### config.mk
export PLATFORM = sky130hd
export DESIGN_NAME = ttc_timer_top
export DESIGN_NICKNAME = d
export VERILOG_FILES = /design/src/hdl/ttc_irq_pkg.sv /design/src/hdl/ttc_reg_pkg.sv /design/src/hdl/ttc_cfg_if.sv /design/src/hdl/ttc_counter_lite.sv /design/src/hdl/ttc_intr_wave.sv /design/src/hdl/ttc_prescaler.sv /design/src/hdl/ttc_reg_decode.sv /design/src/hdl/ttc_timer_top.sv
export SDC_FILE = /design/constraint.sdc
export NUM_CORES = 1
export LEC_CHECK = 0
export ABC_CLOCK_PERIOD_IN_PS = 3220
export BUFFER_PORTS_ARGS = -buffer_cell sky130_fd_sc_hd__buf_2
export CORE_ASPECT_RATIO = 1.5
export CORE_MARGIN = 4
export CORE_UTILIZATION = 50
export DETAILED_ROUTE_END_ITERATION = 7
export GPL_ROUTABILITY_DRIVEN = 0
export PLACE_DENSITY = 0.8
export SYNTH_ARGS = -nofsm -noshare
export SYNTH_HDL_FRONTEND = slang
export SYNTH_SLANG_ARGS = --single-unit
export TNS_END_PERCENT = 100
### constraint.sdc
create_clock -name pclk10 -period 3.22 [get_ports pclk10]
set_clock_uncertainty 0.1 [all_clocks]
set_input_delay 0.644 -clock pclk10 [delete_from_list [all_inputs] [get_ports pclk10]]
set_output_delay 0.644 -clock pclk10 [all_outputs]
set_load 0.03 [all_outputs]
### src/hdl/ttc_irq_pkg.sv
// ------------------------------
// Interrupt source count and
// status bit layout
// ------------------------------
package ttc_irq_pkg;

  localparam int irq_n = 5;  // Number of sources

  // Status and enable bit positions
  localparam int irq_interval = 0;
  localparam int irq_match_1  = 1;
  localparam int irq_match_2  = 2;
  localparam int irq_match_3  = 3;
  localparam int irq_overflow = 4;

endpackage

### src/hdl/ttc_reg_pkg.sv
// ------------------------------
// Timer register map, bus and
// control widths, control bit fields
// ------------------------------
package ttc_reg_pkg;

  // Byte offsets of the timer registers
  localparam logic [7:0] addr_clk_ctrl    = 8'h00;
  localparam logic [7:0] addr_cntr_ctrl   = 8'h04;
  localparam logic [7:0] addr_count       = 8'h08;  // Read only
  localparam logic [7:0] addr_interval    = 8'h0C;
  localparam logic [7:0] addr_match_1     = 8'h10;
  localparam logic [7:0] addr_match_2     = 8'h14;
  localparam logic [7:0] addr_match_3     = 8'h18;
  localparam logic [7:0] addr_intr_status = 8'h1C;  // Read clears
  localparam logic [7:0] addr_intr_enable = 8'h20;

  localparam int data_w = 16;  // Bus data width
  localparam int ctrl_w = 7;   // Counter control width

  // Counter control bits
  localparam int ctrl_dis      = 0;  // Disable, active high
  localparam int ctrl_interval = 1;  // Interval mode, else overflow
  localparam int ctrl_decr     = 2;  // Count down
  localparam int ctrl_match    = 3;  // Match mode
  localparam int ctrl_restart  = 4;  // Self clearing
  localparam int ctrl_wave_dis = 5;
  localparam int ctrl_wave_pol = 6;

  // Clock control bits
  localparam int clk_en      = 0;
  localparam int clk_exp_lsb = 1;  // 4 bit prescale exponent

endpackage

### src/hdl/ttc_cfg_if.sv
// ------------------------------
// Decode to counter link: write
// data, select strobes, readback
// ------------------------------
interface ttc_cfg_if;

  logic [ttc_reg_pkg::data_w-1:0] wdata;  // Bus write data

  // One cycle write strobes
  logic cntr_ctrl_sel;
  logic interval_sel;
  logic match_1_sel;
  logic match_2_sel;
  logic match_3_sel;

  // Register readback
  logic [ttc_reg_pkg::ctrl_w-1:0] cntr_ctrl_out;
  logic [ttc_reg_pkg::data_w-1:0] interval_out;
  logic [ttc_reg_pkg::data_w-1:0] match_1_out;
  logic [ttc_reg_pkg::data_w-1:0] match_2_out;
  logic [ttc_reg_pkg::data_w-1:0] match_3_out;
  logic [ttc_reg_pkg::data_w-1:0] count_out;

  modport decode (
    output wdata, cntr_ctrl_sel, interval_sel, match_1_sel, match_2_sel, match_3_sel,
    input  cntr_ctrl_out, interval_out, match_1_out, match_2_out, match_3_out, count_out
  );

  modport counter (
    input  wdata, cntr_ctrl_sel, interval_sel, match_1_sel, match_2_sel, match_3_sel,
    output cntr_ctrl_out, interval_out, match_1_out, match_2_out, match_3_out, count_out
  );

endinterface

### src/hdl/ttc_counter_lite.sv
// ------------------------------
// Timer counter: control, interval
// and match registers, raw events
// ------------------------------
module ttc_counter_lite (
  input  logic                          pclk10,
  input  logic                          n_p_reset10,
  ttc_cfg_if.counter                    cfg,
  input  logic                          count_en,   // From prescaler
  output logic [ttc_irq_pkg::irq_n-1:0] raw_irq,
  output logic                          wave_dis,
  output logic                          wave_pol
);

  logic [ttc_reg_pkg::ctrl_w-1:0] cntr_ctrl;
  logic [ttc_reg_pkg::data_w-1:0] interval;
  logic [ttc_reg_pkg::data_w-1:0] match_1;
  logic [ttc_reg_pkg::data_w-1:0] match_2;
  logic [ttc_reg_pkg::data_w-1:0] match_3;
  logic [ttc_reg_pkg::data_w-1:0] count;

  logic counting;      // Set once a step has been taken
  logic restart_done;  // Pulse after a restart load
  logic dis;
  logic intv;
  logic decr;
  logic match_md;
  logic restart;
  logic live;          // Events may be flagged

  assign dis      = cntr_ctrl[ttc_reg_pkg::ctrl_dis];
  assign intv     = cntr_ctrl[ttc_reg_pkg::ctrl_interval];
  assign decr     = cntr_ctrl[ttc_reg_pkg::ctrl_decr];
  assign match_md = cntr_ctrl[ttc_reg_pkg::ctrl_match];
  assign restart  = cntr_ctrl[ttc_reg_pkg::ctrl_restart];
  assign wave_dis = cntr_ctrl[ttc_reg_pkg::ctrl_wave_dis];
  assign wave_pol = cntr_ctrl[ttc_reg_pkg::ctrl_wave_pol];

  // Readback
  assign cfg.cntr_ctrl_out = cntr_ctrl;
  assign cfg.interval_out  = interval;
  assign cfg.match_1_out   = match_1;
  assign cfg.match_2_out   = match_2;
  assign cfg.match_3_out   = match_3;
  assign cfg.count_out     = count;

  // ------------------------------
  // Raw events
  // ------------------------------
  assign live = counting & ~restart & ~dis;

  assign raw_irq[ttc_irq_pkg::irq_interval] = live & intv & (count == '0);
  assign raw_irq[ttc_irq_pkg::irq_overflow] = live & ~intv & (count == '0);
  assign raw_irq[ttc_irq_pkg::irq_match_1]  = live & match_md & (count == match_1);
  assign raw_irq[ttc_irq_pkg::irq_match_2]  = live & match_md & (count == match_2);
  assign raw_irq[ttc_irq_pkg::irq_match_3]  = live & match_md & (count == match_3);

  // Register writes, restart bit drops after its load
  always_ff @(posedge pclk10 or negedge n_p_reset10)
  begin
    if (!n_p_reset10)
    begin
      cntr_ctrl <= 7'b0000001;  // Disabled out of reset
      interval  <= '0;
      match_1   <= '0;
      match_2   <= '0;
      match_3   <= '0;
    end
    else
    begin
      if (cfg.cntr_ctrl_sel)
        cntr_ctrl <= cfg.wdata[ttc_reg_pkg::ctrl_w-1:0];
      else if (restart_done)
        cntr_ctrl[ttc_reg_pkg::ctrl_restart] <= 1'b0;
      if (cfg.interval_sel)
        interval <= cfg.wdata;
      if (cfg.match_1_sel)
        match_1 <= cfg.wdata;
      if (cfg.match_2_sel)
        match_2 <= cfg.wdata;
      if (cfg.match_3_sel)
        match_3 <= cfg.wdata;
    end
  end

  // ------------------------------
  // Count, steps only on count_en
  // ------------------------------
  always_ff @(posedge pclk10 or negedge n_p_reset10)
  begin
    if (!n_p_reset10)
    begin
      count        <= '0;
      counting     <= 1'b0;
      restart_done <= 1'b0;
    end
    else
    begin
      restart_done <= count_en & restart;  // One cycle only
      if (count_en)
      begin
        if (restart)
        begin
          // Start value depends on direction and mode
          if (!decr)
            count <= '0;
          else if (intv)
            count <= interval;
          else
            count <= '1;
          counting <= 1'b0;
        end
        else if (!dis)
        begin
          if (decr)
            count <= (count == '0) ? (intv ? interval : '1) : count - 1'b1;
          else if (intv)
            count <= (count == interval) ? '0 : count + 1'b1;  // Wrap at interval
          else
            count <= count + 1'b1;  // Natural wrap at FFFF
          counting <= 1'b1;
        end
      end
    end
  end

endmodule

### src/hdl/ttc_intr_wave.sv
// ------------------------------
// Sticky status, enable mask, irq
// line and waveform output
// ------------------------------
module ttc_intr_wave (
  input  logic                          pclk10,
  input  logic                          n_p_reset10,
  input  logic [ttc_irq_pkg::irq_n-1:0] raw_irq,
  input  logic                          status_rd,  // Read clears status
  input  logic                          enable_wr,
  input  logic [ttc_irq_pkg::irq_n-1:0] wdata,
  input  logic                          wave_dis,
  input  logic                          wave_pol,
  output logic [ttc_irq_pkg::irq_n-1:0] intr_status,
  output logic [ttc_irq_pkg::irq_n-1:0] intr_enable,
  output logic                          irq,
  output logic                          wave_out
);

  logic match_ev;  // Match 1 seen
  logic wrap_ev;   // Interval or overflow seen

  assign match_ev = raw_irq[ttc_irq_pkg::irq_match_1];
  assign wrap_ev  = raw_irq[ttc_irq_pkg::irq_interval] | raw_irq[ttc_irq_pkg::irq_overflow];

  // Status and enable registers
  always_ff @(posedge pclk10 or negedge n_p_reset10)
  begin
    if (!n_p_reset10)
    begin
      intr_status <= '0;
      intr_enable <= '0;
    end
    else
    begin
      // New set beats the read clear
      intr_status <= (status_rd ? '0 : intr_status) | raw_irq;
      if (enable_wr)
        intr_enable <= wdata;
    end
  end

  assign irq = |(intr_status & intr_enable);  // Masked line

  // Waveform, match 1 drives polarity, wrap drives inverse
  always_ff @(posedge pclk10 or negedge n_p_reset10)
  begin
    if (!n_p_reset10)
      wave_out <= 1'b0;
    else if (wave_dis)
      wave_out <= 1'b0;
    else if (match_ev)
      wave_out <= wave_pol;
    else if (wrap_ev)
      wave_out <= ~wave_pol;
  end

endmodule

### src/hdl/ttc_prescaler.sv
// ------------------------------
// Prescaler, count enable pulse
// every 2^exp cycles
// ------------------------------
module ttc_prescaler #(
  parameter int prescale_w = 16
) (
  input  logic       pclk10,
  input  logic       n_p_reset10,
  input  logic       clk_en,
  input  logic [3:0] clk_exp,
  input  logic       clk_wr,     // Restarts prescale phase
  output logic       count_en
);

  logic [prescale_w-1:0] pre_cnt;    // Free running
  logic [prescale_w:0]   wrap_bit;   // One hot at exponent
  logic [prescale_w:0]   wrap_mask;  // Low exponent bits set
  logic                  wrap;

  assign wrap_bit  = {{prescale_w{1'b0}}, 1'b1} << clk_exp;
  assign wrap_mask = wrap_bit - 1'b1;

  // Low exponent bits all ones, next step wraps them
  assign wrap = ((pre_cnt & wrap_mask[prescale_w-1:0]) == wrap_mask[prescale_w-1:0]);

  always_ff @(posedge pclk10 or negedge n_p_reset10)
  begin
    if (!n_p_reset10)
    begin
      pre_cnt  <= '0;
      count_en <= 1'b0;
    end
    else if (clk_wr)
    begin
      pre_cnt  <= '0;     // Phase restarts on every clock control write
      count_en <= 1'b0;
    end
    else
    begin
      pre_cnt  <= pre_cnt + 1'b1;
      count_en <= clk_en & wrap;  // First pulse 2^exp cycles after write
    end
  end

endmodule

### src/hdl/ttc_reg_decode.sv
// ------------------------------
// Bus decode: write strobes, clock
// control register, read data mux
// ------------------------------
module ttc_reg_decode #(
  parameter int prescale_w = 16  // Prescale counter width
) (
  input  logic                                pclk10,
  input  logic                                n_p_reset10,
  input  logic                                psel,
  input  logic                                penable,
  input  logic                                pwrite,
  input  logic [7:0]                          paddr,
  input  logic [ttc_reg_pkg::data_w-1:0]      pwdata,
  output logic [ttc_reg_pkg::data_w-1:0]      prdata,
  ttc_cfg_if.decode                           cfg,
  output logic                                clk_en,
  output logic [3:0]                          clk_exp,
  output logic                                clk_wr,
  output logic                                status_rd,
  output logic                                enable_wr,
  input  logic [ttc_irq_pkg::irq_n-1:0]       intr_status,
  input  logic [ttc_irq_pkg::irq_n-1:0]       intr_enable
);

  // Largest exponent the prescaler can honour
  localparam logic [3:0] exp_max = (prescale_w > 15) ? 4'd15 : 4'(prescale_w);

  logic                             wr_acc;  // Access phase write
  logic                             rd_acc;  // Access phase read
  logic [3:0]                       exp_wr;  // Exponent field of pwdata
  logic [ttc_reg_pkg::data_w-1:0]   rd_mux;

  assign wr_acc = psel & penable & pwrite;
  assign rd_acc = psel & penable & ~pwrite;
  assign exp_wr = pwdata[ttc_reg_pkg::clk_exp_lsb +: 4];

  // ------------------------------
  // Write strobes
  // ------------------------------
  assign cfg.wdata         = pwdata;
  assign cfg.cntr_ctrl_sel = wr_acc & (paddr == ttc_reg_pkg::addr_cntr_ctrl);
  assign cfg.interval_sel  = wr_acc & (paddr == ttc_reg_pkg::addr_interval);
  assign cfg.match_1_sel   = wr_acc & (paddr == ttc_reg_pkg::addr_match_1);
  assign cfg.match_2_sel   = wr_acc & (paddr == ttc_reg_pkg::addr_match_2);
  assign cfg.match_3_sel   = wr_acc & (paddr == ttc_reg_pkg::addr_match_3);
  assign clk_wr            = wr_acc & (paddr == ttc_reg_pkg::addr_clk_ctrl);
  assign enable_wr         = wr_acc & (paddr == ttc_reg_pkg::addr_intr_enable);
  assign status_rd         = rd_acc & (paddr == ttc_reg_pkg::addr_intr_status);

  // Clock control register, exponent clamped on write
  always_ff @(posedge pclk10 or negedge n_p_reset10)
  begin
    if (!n_p_reset10)
    begin
      clk_en  <= 1'b0;
      clk_exp <= 4'd0;
    end
    else if (clk_wr)
    begin
      clk_en  <= pwdata[ttc_reg_pkg::clk_en];
      clk_exp <= (exp_wr > exp_max) ? exp_max : exp_wr;
    end
  end

  // ------------------------------
  // Read data mux
  // ------------------------------
  always_comb
  begin
    rd_mux = '0;
    case (paddr)
      ttc_reg_pkg::addr_clk_ctrl:
      begin
        rd_mux[ttc_reg_pkg::clk_en]             = clk_en;
        rd_mux[ttc_reg_pkg::clk_exp_lsb +: 4]   = clk_exp;
      end
      ttc_reg_pkg::addr_cntr_ctrl:   rd_mux = ttc_reg_pkg::data_w'(cfg.cntr_ctrl_out);
      ttc_reg_pkg::addr_count:       rd_mux = cfg.count_out;
      ttc_reg_pkg::addr_interval:    rd_mux = cfg.interval_out;
      ttc_reg_pkg::addr_match_1:     rd_mux = cfg.match_1_out;
      ttc_reg_pkg::addr_match_2:     rd_mux = cfg.match_2_out;
      ttc_reg_pkg::addr_match_3:     rd_mux = cfg.match_3_out;
      ttc_reg_pkg::addr_intr_status: rd_mux = ttc_reg_pkg::data_w'(intr_status);
      ttc_reg_pkg::addr_intr_enable: rd_mux = ttc_reg_pkg::data_w'(intr_enable);
      default:                       rd_mux = '0;  // Unmapped reads as 0
    endcase
  end

  assign prdata = rd_acc ? rd_mux : '0;  // Only during access phase

endmodule

### src/hdl/ttc_timer_top.sv
// ------------------------------
// Timer channel top: decode,
// prescaler, counter, irq stage
// ------------------------------
module ttc_timer_top #(
  parameter int prescale_w = 16
) (
  input  logic        pclk10,
  input  logic        n_p_reset10,
  input  logic        psel,
  input  logic        penable,
  input  logic        pwrite,
  input  logic [7:0]  paddr,
  input  logic [15:0] pwdata,
  output logic [15:0] prdata,
  output logic        irq,
  output logic        wave_out
);

  ttc_cfg_if cfg ();  // Decode to counter

  logic                          clk_en;
  logic [3:0]                    clk_exp;
  logic                          clk_wr;
  logic                          count_en;
  logic                          status_rd;
  logic                          enable_wr;
  logic                          wave_dis;
  logic                          wave_pol;
  logic [ttc_irq_pkg::irq_n-1:0] raw_irq;
  logic [ttc_irq_pkg::irq_n-1:0] intr_status;
  logic [ttc_irq_pkg::irq_n-1:0] intr_enable;

  ttc_reg_decode #(.prescale_w(prescale_w)) i_decode (
    .pclk10, .n_p_reset10,
    .psel, .penable, .pwrite, .paddr, .pwdata, .prdata,
    .cfg         (cfg.decode),
    .clk_en, .clk_exp, .clk_wr,
    .status_rd, .enable_wr,
    .intr_status, .intr_enable
  );

  ttc_prescaler #(.prescale_w(prescale_w)) i_prescaler (
    .pclk10, .n_p_reset10,
    .clk_en, .clk_exp, .clk_wr,
    .count_en
  );

  ttc_counter_lite i_counter (
    .pclk10, .n_p_reset10,
    .cfg         (cfg.counter),
    .count_en, .raw_irq, .wave_dis, .wave_pol
  );

  ttc_intr_wave i_intr_wave (
    .pclk10, .n_p_reset10,
    .raw_irq, .status_rd, .enable_wr,
    .wdata       (pwdata[ttc_irq_pkg::irq_n-1:0]),  // Enable mask bits
    .wave_dis, .wave_pol,
    .intr_status, .intr_enable,
    .irq, .wave_out
  );

endmodule

==> results.toml <==
[outcome]
status = "finished, final reports clean"

[synth]
synth_fp_nets = 843
synth-edff-count = 0
synth_xor_area_frac = 0.0969
synth_warnings = 0
syn_area_per_cell_um2 = 9.71
synthSimpleGateAreaFrac = 0.175
synthArstFlopShare = 1.00
syn_area_um2 = 7860
synth_compound_area_frac = 0.152
synth_seq_area_share = 0.385
synth_top_family_by_area = "simple AND/OR/NAND/NOR gates"
yosysUniqueCellTypes = 77
synth.largest_area_cell = "dfrtp_1"
synth.mux.area_fraction = 0.129
ys_ff_latch = 121
yosys-top-cells-area = "dfrtp_1 38%, mux2_2 11%, xnor2_1 5.3%"
synth-adder-area-share = 0.00636
synth_cells = 810
synth_top_area_frac = 0.382
synth_ff_type = "dfrtp_1"

[detailed_routing]
drt-wirelength-per-cell_um = 22.8
vias = 7135
drtPass1Iterations = 8
drc_errors = 0
routed_wl_mm = 24.5
vias_per_cell = 6.65
drtIter0Drc = 908
ant_nets = 0

[grt]
antenna_found_initial = 0
grt_pass1_vias = 7077
grt.overflow.total = 0
grt_max_degree = 51
grt_pass1_wl_mm = 38.8
track_usage = 0.287

[sta]
hold_viol = 0
setup_violations = 0
tightest_slew_ps = 798
slew_viol_final = 0
fmax_mhz = 317
whs_ps = 122
fin_ws_ps = 62.5
slew_headroom = 0.466
post-route-period-util = 0.981
layout_min_cycle_time_ps = 3160

[final_layout]
area_delta_synth_final_pct = 14.0
nNetsFinal = 894
insertedDiodeCount = 0
final_cell_area_um2 = 8970
utilization = 0.587
drive_above_1_share = 0.256

[power]
fin_total_pwr_mw = 4.88
peakVddDrop_mv = 0.352
leakage_nw = 4.01
power_density_nw_per_um2 = 544

[critical_path]
worstRegToRegCells = 9
worstSetupPathType = "input pin to output pin"
end_kind = "output pin"
startpoint_type = "input pin"
crit_required_ps = 2480
cp.arrival_ps = 2410
worstPathMaxFanout = 11

[cts]
clockBufferDepth = 2
cts_tree = "built"
htree_levels = 4
cts_made_buffers = 17
postCtsHoldBufs = 0
clk-insertion-delay-late_ps = 420
clkTransAtPathRegs_ps = 60
root_buffer = "clkbuf_16"
cts_sinks = 121

[flow_run]
drv_cap = 0

[die]
std_cell_rows = 55
core_area_um2 = 15300
io_pins = 47
die-area_um2 = 17800
start_util = 0.515
die_h_um = 162
die_x_um = 110

[place]
place_ws_ps = 126
place_area_um2 = 8330
io_buffers = 46
dpl.hpwl_mm = 17.4

[hold_path]
holdCritPathClass = "input pin to async pin"
registers in the layout (all words and copies together) (netlist names):
register and cells:
i_counter.cfg.cntr_ctrl_out 7, i_counter.cfg.count_out 16, i_counter.cfg.interval_out 16, i_counter.cfg.match_1_out 16
i_counter.cfg.match_2_out 16, i_counter.cfg.match_3_out 16, i_counter.counting 1, i_counter.restart_done 1
i_decode.clk_en 1, i_decode.clk_exp 4, i_intr_wave.intr_enable 5, i_intr_wave.intr_status 5
i_intr_wave.wave_out 1, i_prescaler.count_en 1, i_prescaler.pre_cnt 15
critical path, cell delays in order:
cell     delay, ps
buf_2          140
nor3_4         250
buf_4          180
nand4_1        150
nor2_1         140
buf_4          200
a22oi_1        110
a21oi_1        330
buf_2          270
cell usage in the layout (no fill, tap or decap), types with 5 or more instances in the layout:
cell	count
dfrtp_1	120
mux2_2	79
nor2_1	57
nand2_1	52
xnor2_1	48
buf_4	44
buf_2	44
xor2_1	39
a21oi_1	38
nand3_1	27
o21ai_0	27
nor3_1	25
a22oi_1	22
nand4_1	21
clkbuf_16	17
inv_1	16
nor4_1	13
a31oi_1	11
nand2b_1	11
mux2i_1	10
and3_1	10
a222oi_1	9
o31ai_1	7
nor2b_1	5
nor3_2	5
o211ai_1	5
or3_1	5
synth_stat cells (all sizes together), types with 2 or more instances:
master  count
nand2b     11
o221ai      3
o21a        4
o31ai       7
o211ai      5
or3         5
a221oi      3
or2         2
nand2      52
o21ai      29
nand3b      4
o311a       3
a311oi      2
a21boi      4
o311ai      2
and3       11
mux2i      10
a222oi      9
a22oi      22
nor3b       3
a21oi      39
buf        24
and4        2
a211oi      4
a21o        2
nor4b       3
xor2       39
clkbuf     34
a31oi      12
a221o       4
a32o        2
o22ai       3
xnor2      48
and2        3
mux2       81
nor2b       5
nor3       31
inv        18
a32oi       2
nand3      28
dfrtp     120
ha          4
nand4      22
nor2       58
nor4       15
worst paths after layout:
kind	start	endpoint	slack (ps)
max	paddr[5]	prdata[5]	60
min	n_p_reset10	i_counter.cfg.cntr_ctrl_out[2]	120
max reg2reg	i_decode.clk_exp[3]	i_prescaler.count_en	350
min reg2reg	i_counter.counting	i_counter.counting	400
max in group asynchronous	n_p_reset10	i_prescaler.pre_cnt[8]	2080
min in group pclk10	i_counter.counting	i_counter.counting	400
cell type report:
class	count	area, um2
tap	199	249
multi-input combinational	613	4430
clock buffer	22	474
inverter	18	70.1
sequential	121	3030
timing repair buffer	90	578
clock inverter	10	143
fill	1273	6310
per-layer routing:
layer,up-vias,wire length [um],global-route usage,part of all wire
li1,3082,-,-,-
met1,3386,8290,0.324,0.34
met2,492,12100,0.470,0.49
met3,175,2020,0.0560,0.082
met4,0,2060,0.210,0.084
met5,-,0,0,0
report_power, final:
part / total (mW) / internal, mW / switching, mW
combinational: 1.09 / 0.429 / 0.666
sequential: 1.79 / 1.62 / 0.176
clock: 1.99 / 1.28 / 0.709
logic make-up after synthesis:
logic type | count (synthesis)
AND/OR/NAND/NOR | 259
AO/OA/AOI/OAI | 172
adder cells (fa/ha/maj) | 4
flip-flops | 121
buffers and inverters | 76
XOR/XNOR | 87
multiplexers | 91
through the flow:
stage / cells / TNS [ps]
final: 1073 / 0
after CTS: 1073 / 0
after floorplan: 810 / 0
after global placement: 1041 / 0
after detailed placement: 1041 / 0
after global routing: 1073 / -51.6
what timing repair did:
item | 4_1_cts | 5_1_grt
setup endpoints to repair | 0 | 9
hold endpoints to repair | 0 | 0
setup buffers | 0 | 0
resized for setup | 0 | 5
(Power assumes the default switching activity.)
